**src/hw/tpu_params.svh**
```systemverilog
// TPU configuration macros
`ifndef TPU_PARAMS_SVH
`define TPU_PARAMS_SVH

// Buffer between front end and scalar unit
`define TPU_BUFF_DEPTH	8

// Vector unit
`define TPU_LANES		4

// Datapath and instruction widths
`define TPU_DATA_W		16
`define TPU_INSTR_W		16

// Host issue number and thread id
`define TPU_ISSUE_W		4
`define TPU_ID_W		4

`endif

```
**src/hw/tpu_pkg.sv**
```systemverilog
// TPU shared types
`include "tpu_params.svh"

package tpu_pkg;

	typedef logic [`TPU_DATA_W-1:0]				data_t;
	typedef logic [`TPU_INSTR_W-1:0]			instr_t;		// {opcode, reg, imm}
	typedef logic [`TPU_ISSUE_W-1:0]			issue_no_t;
	typedef logic [`TPU_ID_W-1:0]				id_t;
	typedef logic [`TPU_ID_W+`TPU_ISSUE_W-1:0]	tag_t;			// {id, issue_no}
	typedef logic [`TPU_LANES-1:0]				lane_mask_t;

	typedef enum logic [3:0] {
		NOP		= 4'h0,
		LDI		= 4'h1,		// reg = zext(imm)
		ADD		= 4'h2,		// reg = reg + r[imm[1:0]]
		MASK	= 4'h3,		// Lane mask from low imm bits
		VBCAST	= 4'h4,
		VADD	= 4'h5,
		VSUM	= 4'h6,		// reg = sum of every lane
		OUT		= 4'h7,
		STOP	= 4'h8
	} opcode_t;

	typedef enum logic [1:0] {V_NONE, V_BCAST, V_ADD, V_SUM} v_cmd_t;

	typedef enum logic [1:0] {S_IDLE, S_EXEC, S_WAIT_SUM} s_state_t;

	// Instruction field extraction
	function automatic opcode_t instr_opcode(input instr_t i);
		return opcode_t'(i[`TPU_INSTR_W-1 -: 4]);
	endfunction

	function automatic logic [1:0] instr_reg(input instr_t i);
		return i[`TPU_INSTR_W-5 -: 2];
	endfunction

	function automatic logic [`TPU_INSTR_W-7:0] instr_imm(input instr_t i);
		return i[`TPU_INSTR_W-7:0];
	endfunction

endpackage

```
**src/hw/ring_buff.sv**
```systemverilog
// Circular FIFO
module ring_buff #(
	parameter int DEPTH = 8,
	parameter int WIDTH = 16
) (
	input  logic				clock,
	input  logic				rst,
	input  logic				we,
	input  logic				re,
	input  logic [WIDTH-1:0]	wdata,
	output logic [WIDTH-1:0]	rdata,
	output logic				full,
	output logic				empty
);

	localparam int AW = $clog2(DEPTH);

	logic [WIDTH-1:0]	mem [DEPTH];
	logic [AW:0]		wr_ptr;			// MSB is the wrap bit
	logic [AW:0]		rd_ptr;

	assign empty = (wr_ptr == rd_ptr);
	assign full  = (wr_ptr[AW] != rd_ptr[AW]) && (wr_ptr[AW-1:0] == rd_ptr[AW-1:0]);
	assign rdata = mem[rd_ptr[AW-1:0]];			// Head entry

	always_ff @(posedge clock) begin
		if (rst) begin
			wr_ptr <= '0;
			rd_ptr <= '0;
		end else begin
			if (we && !full)
				wr_ptr <= wr_ptr + 1'b1;
			if (re && !empty)
				rd_ptr <= rd_ptr + 1'b1;
		end
	end

	always_ff @(posedge clock) begin
		if (we && !full)
			mem[wr_ptr[AW-1:0]] <= wdata;
	end

endmodule

```
**src/hw/front_end.sv**
```systemverilog
// TPU request front end
module front_end (
	input  logic				clock,
	input  logic				rst,
	input  logic				req,
	input  tpu_pkg::issue_no_t	issue_no,
	input  tpu_pkg::instr_t		instr,
	input  logic				full,
	output logic				we,
	output tpu_pkg::instr_t		wr_instr,
	output tpu_pkg::tag_t		wr_tag,
	output logic				nack
);

	import tpu_pkg::*;

	logic		req_q;
	issue_no_t	issue_q;
	id_t		thread_id;

	//////////////////////////////////////////////////////////////////////
	// Request register
	always_ff @(posedge clock) begin
		if (rst)
			req_q <= 1'b0;
		else
			req_q <= req;
	end

	always_ff @(posedge clock) begin
		if (req) begin
			wr_instr <= instr;
			issue_q  <= issue_no;
		end
	end

	// Accept or refuse against the current buffer state
	assign we     = req_q & ~full;
	assign nack   = req_q & full;
	assign wr_tag = {thread_id, issue_q};

	//////////////////////////////////////////////////////////////////////
	// Thread numbering
	always_ff @(posedge clock) begin
		if (rst)
			thread_id <= '0;
		else if (we && instr_opcode(wr_instr) == STOP)
			thread_id <= thread_id + 1'b1;		// Next thread after STOP
	end

endmodule

```
**src/hw/scalar_unit.sv**
```systemverilog
// TPU scalar control unit
`include "tpu_params.svh"

module scalar_unit (
	input  logic				clock,
	input  logic				rst,
	input  logic				en_exe,
	input  logic				empty,
	input  tpu_pkg::instr_t		instr,
	input  tpu_pkg::tag_t		tag,
	output logic				re,
	output tpu_pkg::v_cmd_t		v_cmd,
	output tpu_pkg::lane_mask_t	lane_mask,
	output tpu_pkg::data_t		v_operand,
	input  logic				commit_req,
	input  tpu_pkg::data_t		sum_data,
	output logic				commit_grant,
	output logic				res_valid,
	output tpu_pkg::data_t		res_data,
	output tpu_pkg::id_t		res_id,
	output logic				term,
	output tpu_pkg::issue_no_t	term_issue_no
);

	import tpu_pkg::*;

	localparam int NUM_REGS = 4;

	s_state_t					state;
	instr_t						ir;			// Instruction in execution
	tag_t						ir_tag;
	data_t						regs [NUM_REGS];
	opcode_t					opc;
	logic [1:0]					rd;
	logic [`TPU_INSTR_W-7:0]	imm;
	logic						slot_free;

	assign opc = instr_opcode(ir);
	assign rd  = instr_reg(ir);
	assign imm = instr_imm(ir);

	//////////////////////////////////////////////////////////////////////
	// Issue control
	always_comb begin
		case (state)
			S_IDLE:		slot_free = 1'b1;
			S_EXEC:		slot_free = (opc != VSUM);		// VSUM holds the slot
			S_WAIT_SUM:	slot_free = commit_req;
			default:	slot_free = 1'b0;
		endcase
	end

	assign re           = slot_free & en_exe & ~empty;
	assign commit_grant = (state == S_WAIT_SUM) & commit_req;

	always_ff @(posedge clock) begin
		if (re) begin
			ir     <= instr;
			ir_tag <= tag;
		end
	end

	//////////////////////////////////////////////////////////////////////
	// FSM, register file and strobes
	always_ff @(posedge clock) begin
		if (rst) begin
			state     <= S_IDLE;
			v_cmd     <= V_NONE;
			res_valid <= 1'b0;
			term      <= 1'b0;
			lane_mask <= '1;
			for (int i = 0; i < NUM_REGS; i++)
				regs[i] <= '0;
		end else begin
			v_cmd     <= V_NONE;
			res_valid <= 1'b0;
			term      <= 1'b0;
			case (state)
				S_IDLE: begin
					if (re)
						state <= S_EXEC;
				end
				S_EXEC: begin
					case (opc)
						LDI:	regs[rd] <= data_t'(imm);
						ADD:	regs[rd] <= regs[rd] + regs[imm[1:0]];
						MASK:	lane_mask <= imm[`TPU_LANES-1:0];
						VBCAST:	v_cmd <= V_BCAST;
						VADD:	v_cmd <= V_ADD;
						VSUM:	v_cmd <= V_SUM;
						OUT:	res_valid <= 1'b1;
						STOP: begin
							term      <= 1'b1;
							lane_mask <= '1;			// Fresh state for next thread
							for (int i = 0; i < NUM_REGS; i++)
								regs[i] <= '0;
						end
						default: ;
					endcase
					if (opc == VSUM)
						state <= S_WAIT_SUM;
					else if (!re)
						state <= S_IDLE;
				end
				S_WAIT_SUM: begin
					if (commit_req) begin
						regs[rd] <= sum_data;		// Granted this cycle
						state    <= re ? S_EXEC : S_IDLE;
					end
				end
				default: state <= S_IDLE;
			endcase
		end
	end

	// Operand and result payloads
	always_ff @(posedge clock) begin
		if (state == S_EXEC) begin
			v_operand     <= regs[rd];
			res_data      <= regs[rd];
			res_id        <= ir_tag[`TPU_ISSUE_W +: `TPU_ID_W];
			term_issue_no <= ir_tag[`TPU_ISSUE_W-1:0];
		end
	end

endmodule

```
**src/hw/vector_unit.sv**
```systemverilog
// TPU vector lane unit
`include "tpu_params.svh"

module vector_unit (
	input  logic				clock,
	input  logic				rst,
	input  tpu_pkg::v_cmd_t		v_cmd,
	input  tpu_pkg::lane_mask_t	lane_mask,
	input  tpu_pkg::data_t		v_operand,
	input  logic				commit_grant,
	output logic				commit_req,
	output tpu_pkg::data_t		sum_data
);

	import tpu_pkg::*;

	localparam int LANES = `TPU_LANES;
	localparam int PAIRS = LANES / 2;

	data_t	lanes [LANES];
	data_t	pair_sum [PAIRS];
	data_t	lane_sum;

	//////////////////////////////////////////////////////////////////////
	// Reduction tree over all lanes regardless of the mask
	for (genvar j = 0; j < PAIRS; j++) begin : g_pair
		assign pair_sum[j] = lanes[2*j] + lanes[2*j+1];		// First level
	end

	always_comb begin
		lane_sum = '0;
		for (int j = 0; j < PAIRS; j++)
			lane_sum = lane_sum + pair_sum[j];
	end

	//////////////////////////////////////////////////////////////////////
	// Lane accumulators
	always_ff @(posedge clock) begin
		if (rst) begin
			for (int i = 0; i < LANES; i++)
				lanes[i] <= '0;
		end else begin
			for (int i = 0; i < LANES; i++) begin
				if (lane_mask[i]) begin
					case (v_cmd)
						V_BCAST:	lanes[i] <= v_operand;
						V_ADD:		lanes[i] <= lanes[i] + v_operand;	// Wraps at 16 bits
						default: ;
					endcase
				end
			end
		end
	end

	// Commit handshake back to the scalar unit
	always_ff @(posedge clock) begin
		if (rst)
			commit_req <= 1'b0;
		else if (v_cmd == V_SUM)
			commit_req <= 1'b1;
		else if (commit_grant)
			commit_req <= 1'b0;
	end

	always_ff @(posedge clock) begin
		if (v_cmd == V_SUM)
			sum_data <= lane_sum;
	end

endmodule

```
**src/hw/tpu.sv**
```systemverilog
// Thread processing unit top
`include "tpu_params.svh"

module tpu (
	input  logic				clock,
	input  logic				rst,
	input  logic				en_exe,
	input  logic				req,
	input  tpu_pkg::issue_no_t	issue_no,
	input  tpu_pkg::instr_t		instr,
	output logic				nack,
	output logic				res_valid,
	output tpu_pkg::data_t		res_data,
	output tpu_pkg::id_t		res_id,
	output logic				term,
	output tpu_pkg::issue_no_t	term_issue_no
);

	import tpu_pkg::*;

	logic		buff_we;
	logic		buff_re;
	logic		buff_full;
	logic		buff_empty;
	instr_t		wr_instr;
	tag_t		wr_tag;
	instr_t		head_instr;
	tag_t		head_tag;
	v_cmd_t		v_cmd;
	lane_mask_t	lane_mask;
	data_t		v_operand;
	logic		commit_req;
	logic		commit_grant;
	data_t		sum_data;

	//////////////////////////////////////////////////////////////////////
	// Front end and buffers
	front_end u_front_end (
		.clock		(clock),
		.rst		(rst),
		.req		(req),
		.issue_no	(issue_no),
		.instr		(instr),
		.full		(buff_full),
		.we			(buff_we),
		.wr_instr	(wr_instr),
		.wr_tag		(wr_tag),
		.nack		(nack)
	);

	ring_buff #(
		.DEPTH	(`TPU_BUFF_DEPTH),
		.WIDTH	(`TPU_INSTR_W)
	) instr_buff (
		.clock	(clock),
		.rst	(rst),
		.we		(buff_we),
		.re		(buff_re),
		.wdata	(wr_instr),
		.rdata	(head_instr),
		.full	(buff_full),
		.empty	(buff_empty)
	);

	// Tags move in lockstep with instr_buff
	ring_buff #(
		.DEPTH	(`TPU_BUFF_DEPTH),
		.WIDTH	(`TPU_ID_W + `TPU_ISSUE_W)
	) id_buff (
		.clock	(clock),
		.rst	(rst),
		.we		(buff_we),
		.re		(buff_re),
		.wdata	(wr_tag),
		.rdata	(head_tag),
		.full	(),
		.empty	()
	);

	//////////////////////////////////////////////////////////////////////
	// Execution units
	scalar_unit u_scalar_unit (
		.clock			(clock),
		.rst			(rst),
		.en_exe			(en_exe),
		.empty			(buff_empty),
		.instr			(head_instr),
		.tag			(head_tag),
		.re				(buff_re),
		.v_cmd			(v_cmd),
		.lane_mask		(lane_mask),
		.v_operand		(v_operand),
		.commit_req		(commit_req),
		.sum_data		(sum_data),
		.commit_grant	(commit_grant),
		.res_valid		(res_valid),
		.res_data		(res_data),
		.res_id			(res_id),
		.term			(term),
		.term_issue_no	(term_issue_no)
	);

	vector_unit u_vector_unit (
		.clock			(clock),
		.rst			(rst),
		.v_cmd			(v_cmd),
		.lane_mask		(lane_mask),
		.v_operand		(v_operand),
		.commit_grant	(commit_grant),
		.commit_req		(commit_req),
		.sum_data		(sum_data)
	);

endmodule

```
**config.mk**
```make
export PLATFORM = sky130hd
export DESIGN_NAME = tpu
export DESIGN_NICKNAME = d
export VERILOG_FILES = /design/src/hw/tpu_pkg.sv /design/src/hw/ring_buff.sv /design/src/hw/front_end.sv /design/src/hw/scalar_unit.sv /design/src/hw/vector_unit.sv /design/src/hw/tpu.sv
export VERILOG_INCLUDE_DIRS = /design/src /design/src/hw
export SDC_FILE = /design/constraint.sdc
export NUM_CORES = 1
export LEC_CHECK = 0
export BUFFER_PORTS_ARGS = -buffer_cell sky130_fd_sc_hd__clkbuf_2
export CAP_MARGIN = 10
export CORE_MARGIN = 5
export CORE_UTILIZATION = 40
export DETAILED_ROUTE_END_ITERATION = 6
export GPL_ROUTABILITY_DRIVEN = 0
export MAX_ROUTING_LAYER = met4
export SETUP_SLACK_MARGIN = 0.2
export SKIP_LAST_GASP = 1
export SYNTH_ARGS = -nofsm -noshare
export SYNTH_HDL_FRONTEND = slang
export SYNTH_HIERARCHICAL = 1
export SYNTH_SLANG_ARGS = --single-unit
```
**constraint.sdc**
```tcl
create_clock -name clock -period 4.7 [get_ports clock]
set_clock_uncertainty 0.2 [all_clocks]
set_input_delay 0.94 -clock clock [delete_from_list [all_inputs] [get_ports clock]]
set_output_delay 0.94 -clock clock [all_outputs]
set_load 0.02 [all_outputs]
```
Word level (Yosys, flattened, before mapping). Memories as Yosys holds them, arrays and structs flattened. A register that Yosys moved wholly into a read port is not among the register bits. Index checks and enable logic that the tools add are counted.

Register bits: 92. Latch bits: 0. Bits in writable memories: 320. ROM bits: 0. Bits of input ports: 24. Word-level logic and storage cells: 176. Memories kept: 4.

$add $sub $neg: 13. $mul: 0. Div/mod/pow operators: 0. $lt $le $gt $ge: 0. Eq/ne operators: 24. Shifts and indexed selects: 0. Muxes and demuxes: 77. Bitwise gates (word level): 22. Reductions and logical operators: 18.

Memory list: instr_buff.mem (words 8, width 16, rd ports 1, clocked after memory_dff 1, write ports 1, line ring_buff.sv:18) `logic [WIDTH-1:0] mem [DEPTH];`; id_buff.mem (words 8, width 8, rd ports 1, clocked after memory_dff 1, write ports 1, line ring_buff.sv:18); u_scalar_unit.regs (words 4, width 16, rd ports 2, clocked after memory_dff 0, write ports 4, line scalar_unit.sv:32) `data_t regs [NUM_REGS];`; u_vector_unit.lanes (words 4, width 16, rd ports 4, clocked after memory_dff 0, write ports 4, line vector_unit.sv:20) `data_t lanes [LANES];`.

Operators with widths (count): 16-bit two-way mux (15); 16-bit adder (8); 1-bit two-way mux (53); 4-bit by 1-bit adder with 4-bit output (second input constant) (5); 4-bit by 3-bit == test with 1-bit output (second input constant) (4); 16-bit OR reduction (1); 1-bit OR (14); 2-bit one-hot mux with 3 select lines (2); 2-bit two-way mux (5); 4-bit by 2-bit == test with 1-bit output (second input constant) (2); 4-bit == test (2); 4-bit == test (second input constant) (2); 4-bit one-hot mux with 2 select lines (1); 1-bit logical AND (7); 2-bit == test (second input constant) (3); 3-bit == test (2); 1-bit AND (5); 2-bit by 1-bit == test with 1-bit output (second input constant) (2); 4-bit by 1-bit == test with 1-bit output (second input constant) (1); 1-bit logical NOT (4); 4-bit by 3-bit != test with 1-bit output (second input constant) (1); 2-bit nonzero test (2); 3-bit by 2-bit != test with 1-bit output (second input constant) (1); 1-bit NOT (3); 8 further kinds (9).

Longest topological paths before layout. Gate-level depths: netlist (run 1).

Word-level depth: 9. Depth in mapped cells: 13. Gate-level depth less buffers: 13.

Hierarchy. The synthesis (run 1) kept the hierarchy.

By module, submodules not included: vector_unit (instances 1, cells an instance 797, area each 7557.2 um^2); scalar_unit (instances 1, cells an instance 513, area each 6386.1 um^2); ring_buff (instr_buff) (instances 1, cells an instance 270, area each 5557.8 um^2); ring_buff (id_buff) (instances 1, cells an instance 177, area each 3165.5 um^2); front_end (instances 1, cells an instance 48, area each 842.1 um^2).

Worst setup path after synthesis (run 1). OpenSTA, ideal clock, no wires.

Path type: flip-flop to flip-flop. Start: reg instr_buff.wr_ptr[0]. End: mem instr_buff.mem[3][0] (enable). Library setup time: 0.436 ns. Arrival: 3.169 ns. Setup slack: 0.895 ns. Cell stages (with the launch flop): 9. Path buffers: 2. Period minus slack after synthesis: 3.805 ns. Cells stage by stage: dfxtp_1 > buf_2 > xor2_1 > nor4_2 > nand2b_1 > clkbuf_1 > inv_1 > nand2_1 > nor4b_1.

Longest elaborated chain between the ends: 7. Elaborated cells on any way between the ends: 8.

Ends and longest elaborated chain: start: declaration (line ring_buff.sv:19) `logic [AW:0] wr_ptr;`; start signal: assignment (line ring_buff.sv:32) `wr_ptr <= wr_ptr + 1'b1;`; 3-bit == test (line ring_buff.sv:23) `assign full = (wr_ptr[AW] != rd_ptr[AW]) && (wr_ptr[AW-1:0] == rd_ptr[AW-1:0]);`; 1-bit logical AND (line ring_buff.sv:23); via buff_full (line tpu.sv:23) `logic buff_full;`; 1-bit NOT (line front_end.sv:38) `assign we = req_q & ~full;`; 1-bit AND (line front_end.sv:38); via buff_we (line tpu.sv:21) `logic buff_we;`; 1-bit logical AND (line ring_buff.sv:39) `if (we && !full)`; 1-bit two-way mux (line ring_buff.sv:39); 1-bit two-way mux (implied by the code) (line ring_buff.sv:40) `mem[wr_ptr[AW-1:0]] <= wdata;`; end: declaration (line ring_buff.sv:18).

The timed path passes the listed nets, and every way through them passes these cells.

==> results.json, run 1 <==
{
  "rows": 88,
  "num_antenna_cells": 0,
  "viasPerCell": 5.573,
  "setup_viol": 0,
  "grt_max_degree": 44,
  "rsz0062_at_grt": "no",
  "routedWlPerCell_um": 20.65,
  "grt_pass1_vias": 15220,
  "max_cap_violations": 0,
  "gr-total-overflow": 0,
  "cts_root_buf": "clkbuf_16",
  "port_buffers": 50,
  "clk_pin_slew_worst_paths_ns": 0.06,
  "critPathMaxFanout": 2,
  "cp-start-kind": "flip-flop",
  "holdBufCountCts": 0,
  "finalHoldViolCount": 0,
  "nets": 2014,
  "insertion_delay_ns": 0.60,
  "dp_cells": 2572,
  "peakVddDrop_uv": 326.4,
  "synth_area_per_cell_um2": 13.03,
  "ios": 51,
  "clock_path_buffers": 3,
  "leakage_nw": 9.477,
  "stdcell_count": 2665,
  "finalSetupTns_ns": 0,
  "grtUsageTotal": 0.1770,
  "first_iter_violations": 1232,
  "netlist_area_mm2": 0.02351,
  "die_h_um": 252.4,
  "synthCells": 1804,
  "die_area_mm2": 0.06371,
  "outcome": "complete, no violations",
  "timing.fmax_ghz": 0.2509,
  "ys_warn_count": 6,
  "fin_crit_sh": 0.8479,
  "core_mm2": 0.05792,
  "routed-via-count": 14850,
  "die_w_um": 252.4,
  "critical_path_class": "reg -> reg",
  "wirelength_um": 55040,
  "cts_setup_buffers": 0,
  "period_needed_ns": 3.985,
  "antenna_found_initial": 0,
  "dpl.hpwl_um": 38870,
  "cts_buffers": 50,
  "start_util": 0.4059,
  "htreeDepth": 2,
  "area_growth_pct": 11.76,
  "firstDrtPassIters": 5,
  "p_total_mw": 10.05,
  "ant_nets": 0,
  "hold_class": "reg -> reg",
  "synth_nets": 1958,
  "cp_data_arrival_time_ns": 4.10,
  "worstMarginPinSlew_ns": 1.251,
  "drc": 0,
  "layout-drive-gt1-share": 0.1668,
  "power_density_mw_per_mm2": 382.7,
  "cts_tree": "built",
  "worstPathRequired_ns": 4.82,
  "clock_sinks": 446,
  "grt_pass1_wl_um": 87370,
  "worst_setup_path_end_kind": "flip-flop",
  "slew_headroom": 0.1628,
  "drv_slew": 0,
  "cts_repair_resize_count": 0
}
[per-layer routing]
layer,GRT usage,routed length [um],vias up
met2,0.2951,27220,360
met1,0.2318,24350,7486
met3,0.02737,2444,82
li1,-,-,6924
met5,-,0,-
met4,0.03815,1032,0
[critical path: stages (launching register included)]
cell,delay (ns)
edfxtp_1,0.35
inv_1,0.09
fa_1,0.56
inv_1,0.06
fa_1,0.45
ha_1,0.24
fa_1,0.47
a21oi_1,0.21
nor2_1,0.10
nor3_1,0.34
nor2_1,0.12
a41o_1,0.25
a21oi_1,0.17
xnor2_1,0.10
[per-stage QoR]
step           cell area (um^2)  hold WS [ns]  setup slack (ns)    util
2_1_floorplan             23510        0.2003            0.8952       -
3_3_place_gp              24660        0.2049            0.7640  0.4258
3_5_place_dp              24660        0.2054            0.7949  0.4258
4_1_cts                   26260        0.2166            0.7614  0.4533
5_1_grt                   26270        0.2317            0.5583  0.4536
6_report                  26270        0.2156            0.7147  0.4536
[worst paths after layout]
path,startpoint,to,slack (ns),depth (start not counted)
max,u_vector_unit/lanes[3][1],u_vector_unit/sum_data[15],0.71,13
min,u_scalar_unit/ir_tag[5],u_scalar_unit/res_id[1],0.22,0
max reg2reg,u_vector_unit/lanes[3][1],u_vector_unit/sum_data[15],0.71,13
min reg2reg,u_scalar_unit/ir_tag[5],u_scalar_unit/res_id[1],0.22,0
[layout make-up]
type                    count  area [um^2]
flip-flops and latches    446        12970
clock buffers              63         1321
repair buffers             91        565.5
multi-input cells        1156         9747
fillers                  5236        31650
inverters                 115        431.7
well taps                 765        957.2
clock inverters            29        274.0
[where the power goes]
part	switching (mW)	internal, mW
clock	1.62	2.17
sequential	0.158	4.52
combinational	0.919	0.672
total	2.69	7.36
[state kept, by name (all words and copies together), names as in the netlist, 16 cells and up, named ones only]
signal / flops
instr_buff/mem: 128
id_buff/mem: 64
u_scalar_unit/regs: 64
u_vector_unit/lanes: 64
u_front_end/wr_instr: 16
u_scalar_unit/ir: 16
u_scalar_unit/res_data: 16
u_vector_unit/sum_data: 16
[cell usage in the layout, fill, tap and decap left out, types with 15 or more instances in the layout]
cell         n
edfxtp_1   404
nor2_1     131
inv_1      115
nand2_1     99
ha_1        95
mux4_2      80
a21oi_1     80
clkbuf_16   51
clkbuf_2    50
xnor2_1     45
dfxtp_1     41
o21ai_0     41
a211oi_1    41
nand3_1     40
buf_4       40
xor2_1      39
nand2b_1    36
mux2_2      35
nor3_1      35
fa_1        35
nor2b_1     28
a21o_1      25
o21ai_1     25
and2_1      17
mux2i_1     15
Note: power is estimated with default switching activity, not from simulation.
==> inputs of run 2 (changes only) <==
- clock period: 4.7 -> 3.25 ns (I/O delays scaled with it)
==> run 2 against run 1 <==
  * The run now ends with negative setup slack left
  * Die area unchanged
  * Clock-buffer cell count up 2
  * Global-route usage increased by 1.1 points
  * Sequential cell count stayed put
  * Worst setup slack worse by 1.1 ns
  * Clock power up 47%
  * Final cell count up 7.4%
  * Combinational power is 120% higher
  * Wire length is 9.5% higher
  * Sequential share of layout area shrank 4.3 points
  * Core utilization is 4.4 points higher
  * First-iteration DRC count is 2.9% lower
==> results.json, run 2 (same netlist as run 1, synthesis figures left out) <==
{
  "outcome": "finished, violations left",
  "grt_util_met1": 0.2410,
  "crit_slowest_cell": "fa_1",
  "insertion_delay_ns": 0.60,
  "hold_depth": 1,
  "critPathMaxStageDelay_ns": 0.53,
  "drv_slew": 0,
  "ios": 51,
  "layout-drive-gt1-share": 0.2985,
  "ant_nets": 0,
  "worst_setup_path_end_kind": "flip-flop",
  "dpl.hpwl_um": 42040,
  "largest_reg_flops": 128,
  "critPathMaxFanout": 2,
  "timing.fmax_ghz": 0.2789,
  "cp_data_arrival_time_ns": 3.71,
  "rows": 88,
  "critical_path_class": "reg -> reg",
  "wirelength_um": 60250,
  "grt_pass1_wl_um": 91870,
  "setup_viol": 7,
  "port_buffers": 50,
  "routedWlPerCell_um": 21.06,
  "peakVddDrop_uv": 442.7,
  "reg2reg_depth": 12,
  "core_mm2": 0.05792,
  "die_w_um": 252.4,
  "crit_chain": "inv_2, fa_1, fa_1, inv_2, ha_4, a21oi_4, o21ai_2, o41a_1, o21ai_2, a21boi_2, o41a_1, xor2_1",
  "rsz0062_at_grt": "yes",
  "period_needed_ns": 3.585,
  "top_usage_layer": "met2",
  "routed-via-count": 15840,
  "most-common-layout-cells": "edfxtp_1 (404), buf_4 (193), nor2_1 (118)",
  "grt_use_met2": 0.3187,
  "slew_headroom": 0.3526,
  "use_met3": 0.02645,
  "worstMarginPinSlew_ns": 0.9698,
  "start_util": 0.4059,
  "violations": "negative setup slack",
  "finalSetupTns_ns": -1.714,
  "area_growth_pct": 22.64,
  "grt_pass1_vias": 15950,
  "worstPathRequired_ns": 3.37,
  "fin_crit_sh": 1.103,
  "hold_class": "in -> reg",
  "cts_tree": "built",
  "viasPerCell": 5.535,
  "die_h_um": 252.4,
  "multiInputGateArea_mm2": 0.01054,
  "leakage_nw": 10.62,
  "clock_sinks": 446,
  "htreeDepth": 2,
  "antenna_found_initial": 1,
  "grtUsageTotal": 0.1882,
  "die_area_mm2": 0.06371,
  "first_iter_violations": 1196,
  "seq_area_mm2": 0.01299,
  "firstDrtPassIters": 6,
  "clk_pin_slew_worst_paths_ns": 0.06,
  "clock_path_buffers": 3,
  "p_total_mw": 15.75,
  "cp-start-kind": "flip-flop",
  "grt_max_degree": 47,
  "max_cap_violations": 0,
  "drc": 0,
  "setup_ws_ns": -0.3354,
  "cts_root_buf": "clkbuf_16",
  "fill_cells": 5026,
  "mostFrequentLayoutCell": "edfxtp_1",
  "gr-total-overflow": 0,
  "cts_buffers": 49,
  "finalHoldViolCount": 0,
  "power_density_mw_per_mm2": 546.5,
  "nets": 2211
}
[run 2: cell count changes in the layout (fill, tap and decap cells not counted), sizes merged]
cell,delta
dlygate4sd3,+18
inv,+2
buf,+179
bufinv,+1
clkinv,-8
clkbuf,+3
clkinvlp,-1
diode,+2
[run 2: per-layer routing]
metal  wire length [um]  vias to the layer above
met2              30440                      466
met5                  0                        -
met1              25530                     7925
met4               1466                        0
li1                   -                     7333
met3               2817                      111
[run 2: per-stage QoR]
stage	cells	cell area [um^2]	util	hold WS [ns]	setup WS, ns
global route	2860	28820	0.4977	0.01545	-0.4540
global placement	2699	25830	0.4460	0.2037	-0.2915
floorplan	1804	23680	-	0.2003	-0.5548
detailed placement	2699	25830	0.4460	0.2045	-0.3274
finish	2861	28830	0.4977	0.02967	-0.3354
CTS	2821	28020	0.4838	0.005680	-0.2835
[run 2: report_power, final]
group	switching (mW)	internal, mW
registers	0.187	6.54
logic	1.77	1.70
clock network	2.35	3.22
[run 2: worst paths after layout]
check | start | endpoint | slack, ns
setup / recovery | u_vector_unit/lanes[3][2] | u_vector_unit/sum_data[12] | -0.34
hold / removal | issue_no[3] | u_front_end/issue_q[3] | 0.03
setup reg to reg | u_vector_unit/lanes[3][2] | u_vector_unit/sum_data[12] | -0.34
hold reg to reg | u_scalar_unit/ir_tag[3] | u_scalar_unit/term_issue_no[3] | 0.22
[run 2: critical path, delay by kind of cell (launching register included)]
kind,cells,cell delay (ns)
adders and majority gates,3,1.25
AOI/OAI and AO/OA,6,1.23
DFF,1,0.38
xor gates and xnor gates,1,0.16
buffers and inverters,2,0.12
[run 2: timing repair]
item | 4_1_cts | 5_1_grt
buffers inserted | 16 | 37
gates resized for setup | 61 | 112
hold buffers | 18 | 0
gates cloned | 0 | 1
pin swaps | 23 | 55
hold endpoints to repair | 18 | 0
endpoints found under the setup margin | 58 | 81
[run 2: final cells by class]
class | count | area share
Clock inverter | 23 | 0.009636
Antenna cell | 2 | 0.0001736
Inverter | 115 | 0.01519
Sequential cell | 446 | 0.4505
Tap cell | 765 | 0.03320
Clock buffer | 65 | 0.04605
Multi-Input combinational cell | 1156 | 0.3656
Timing Repair Buffer | 289 | 0.07973
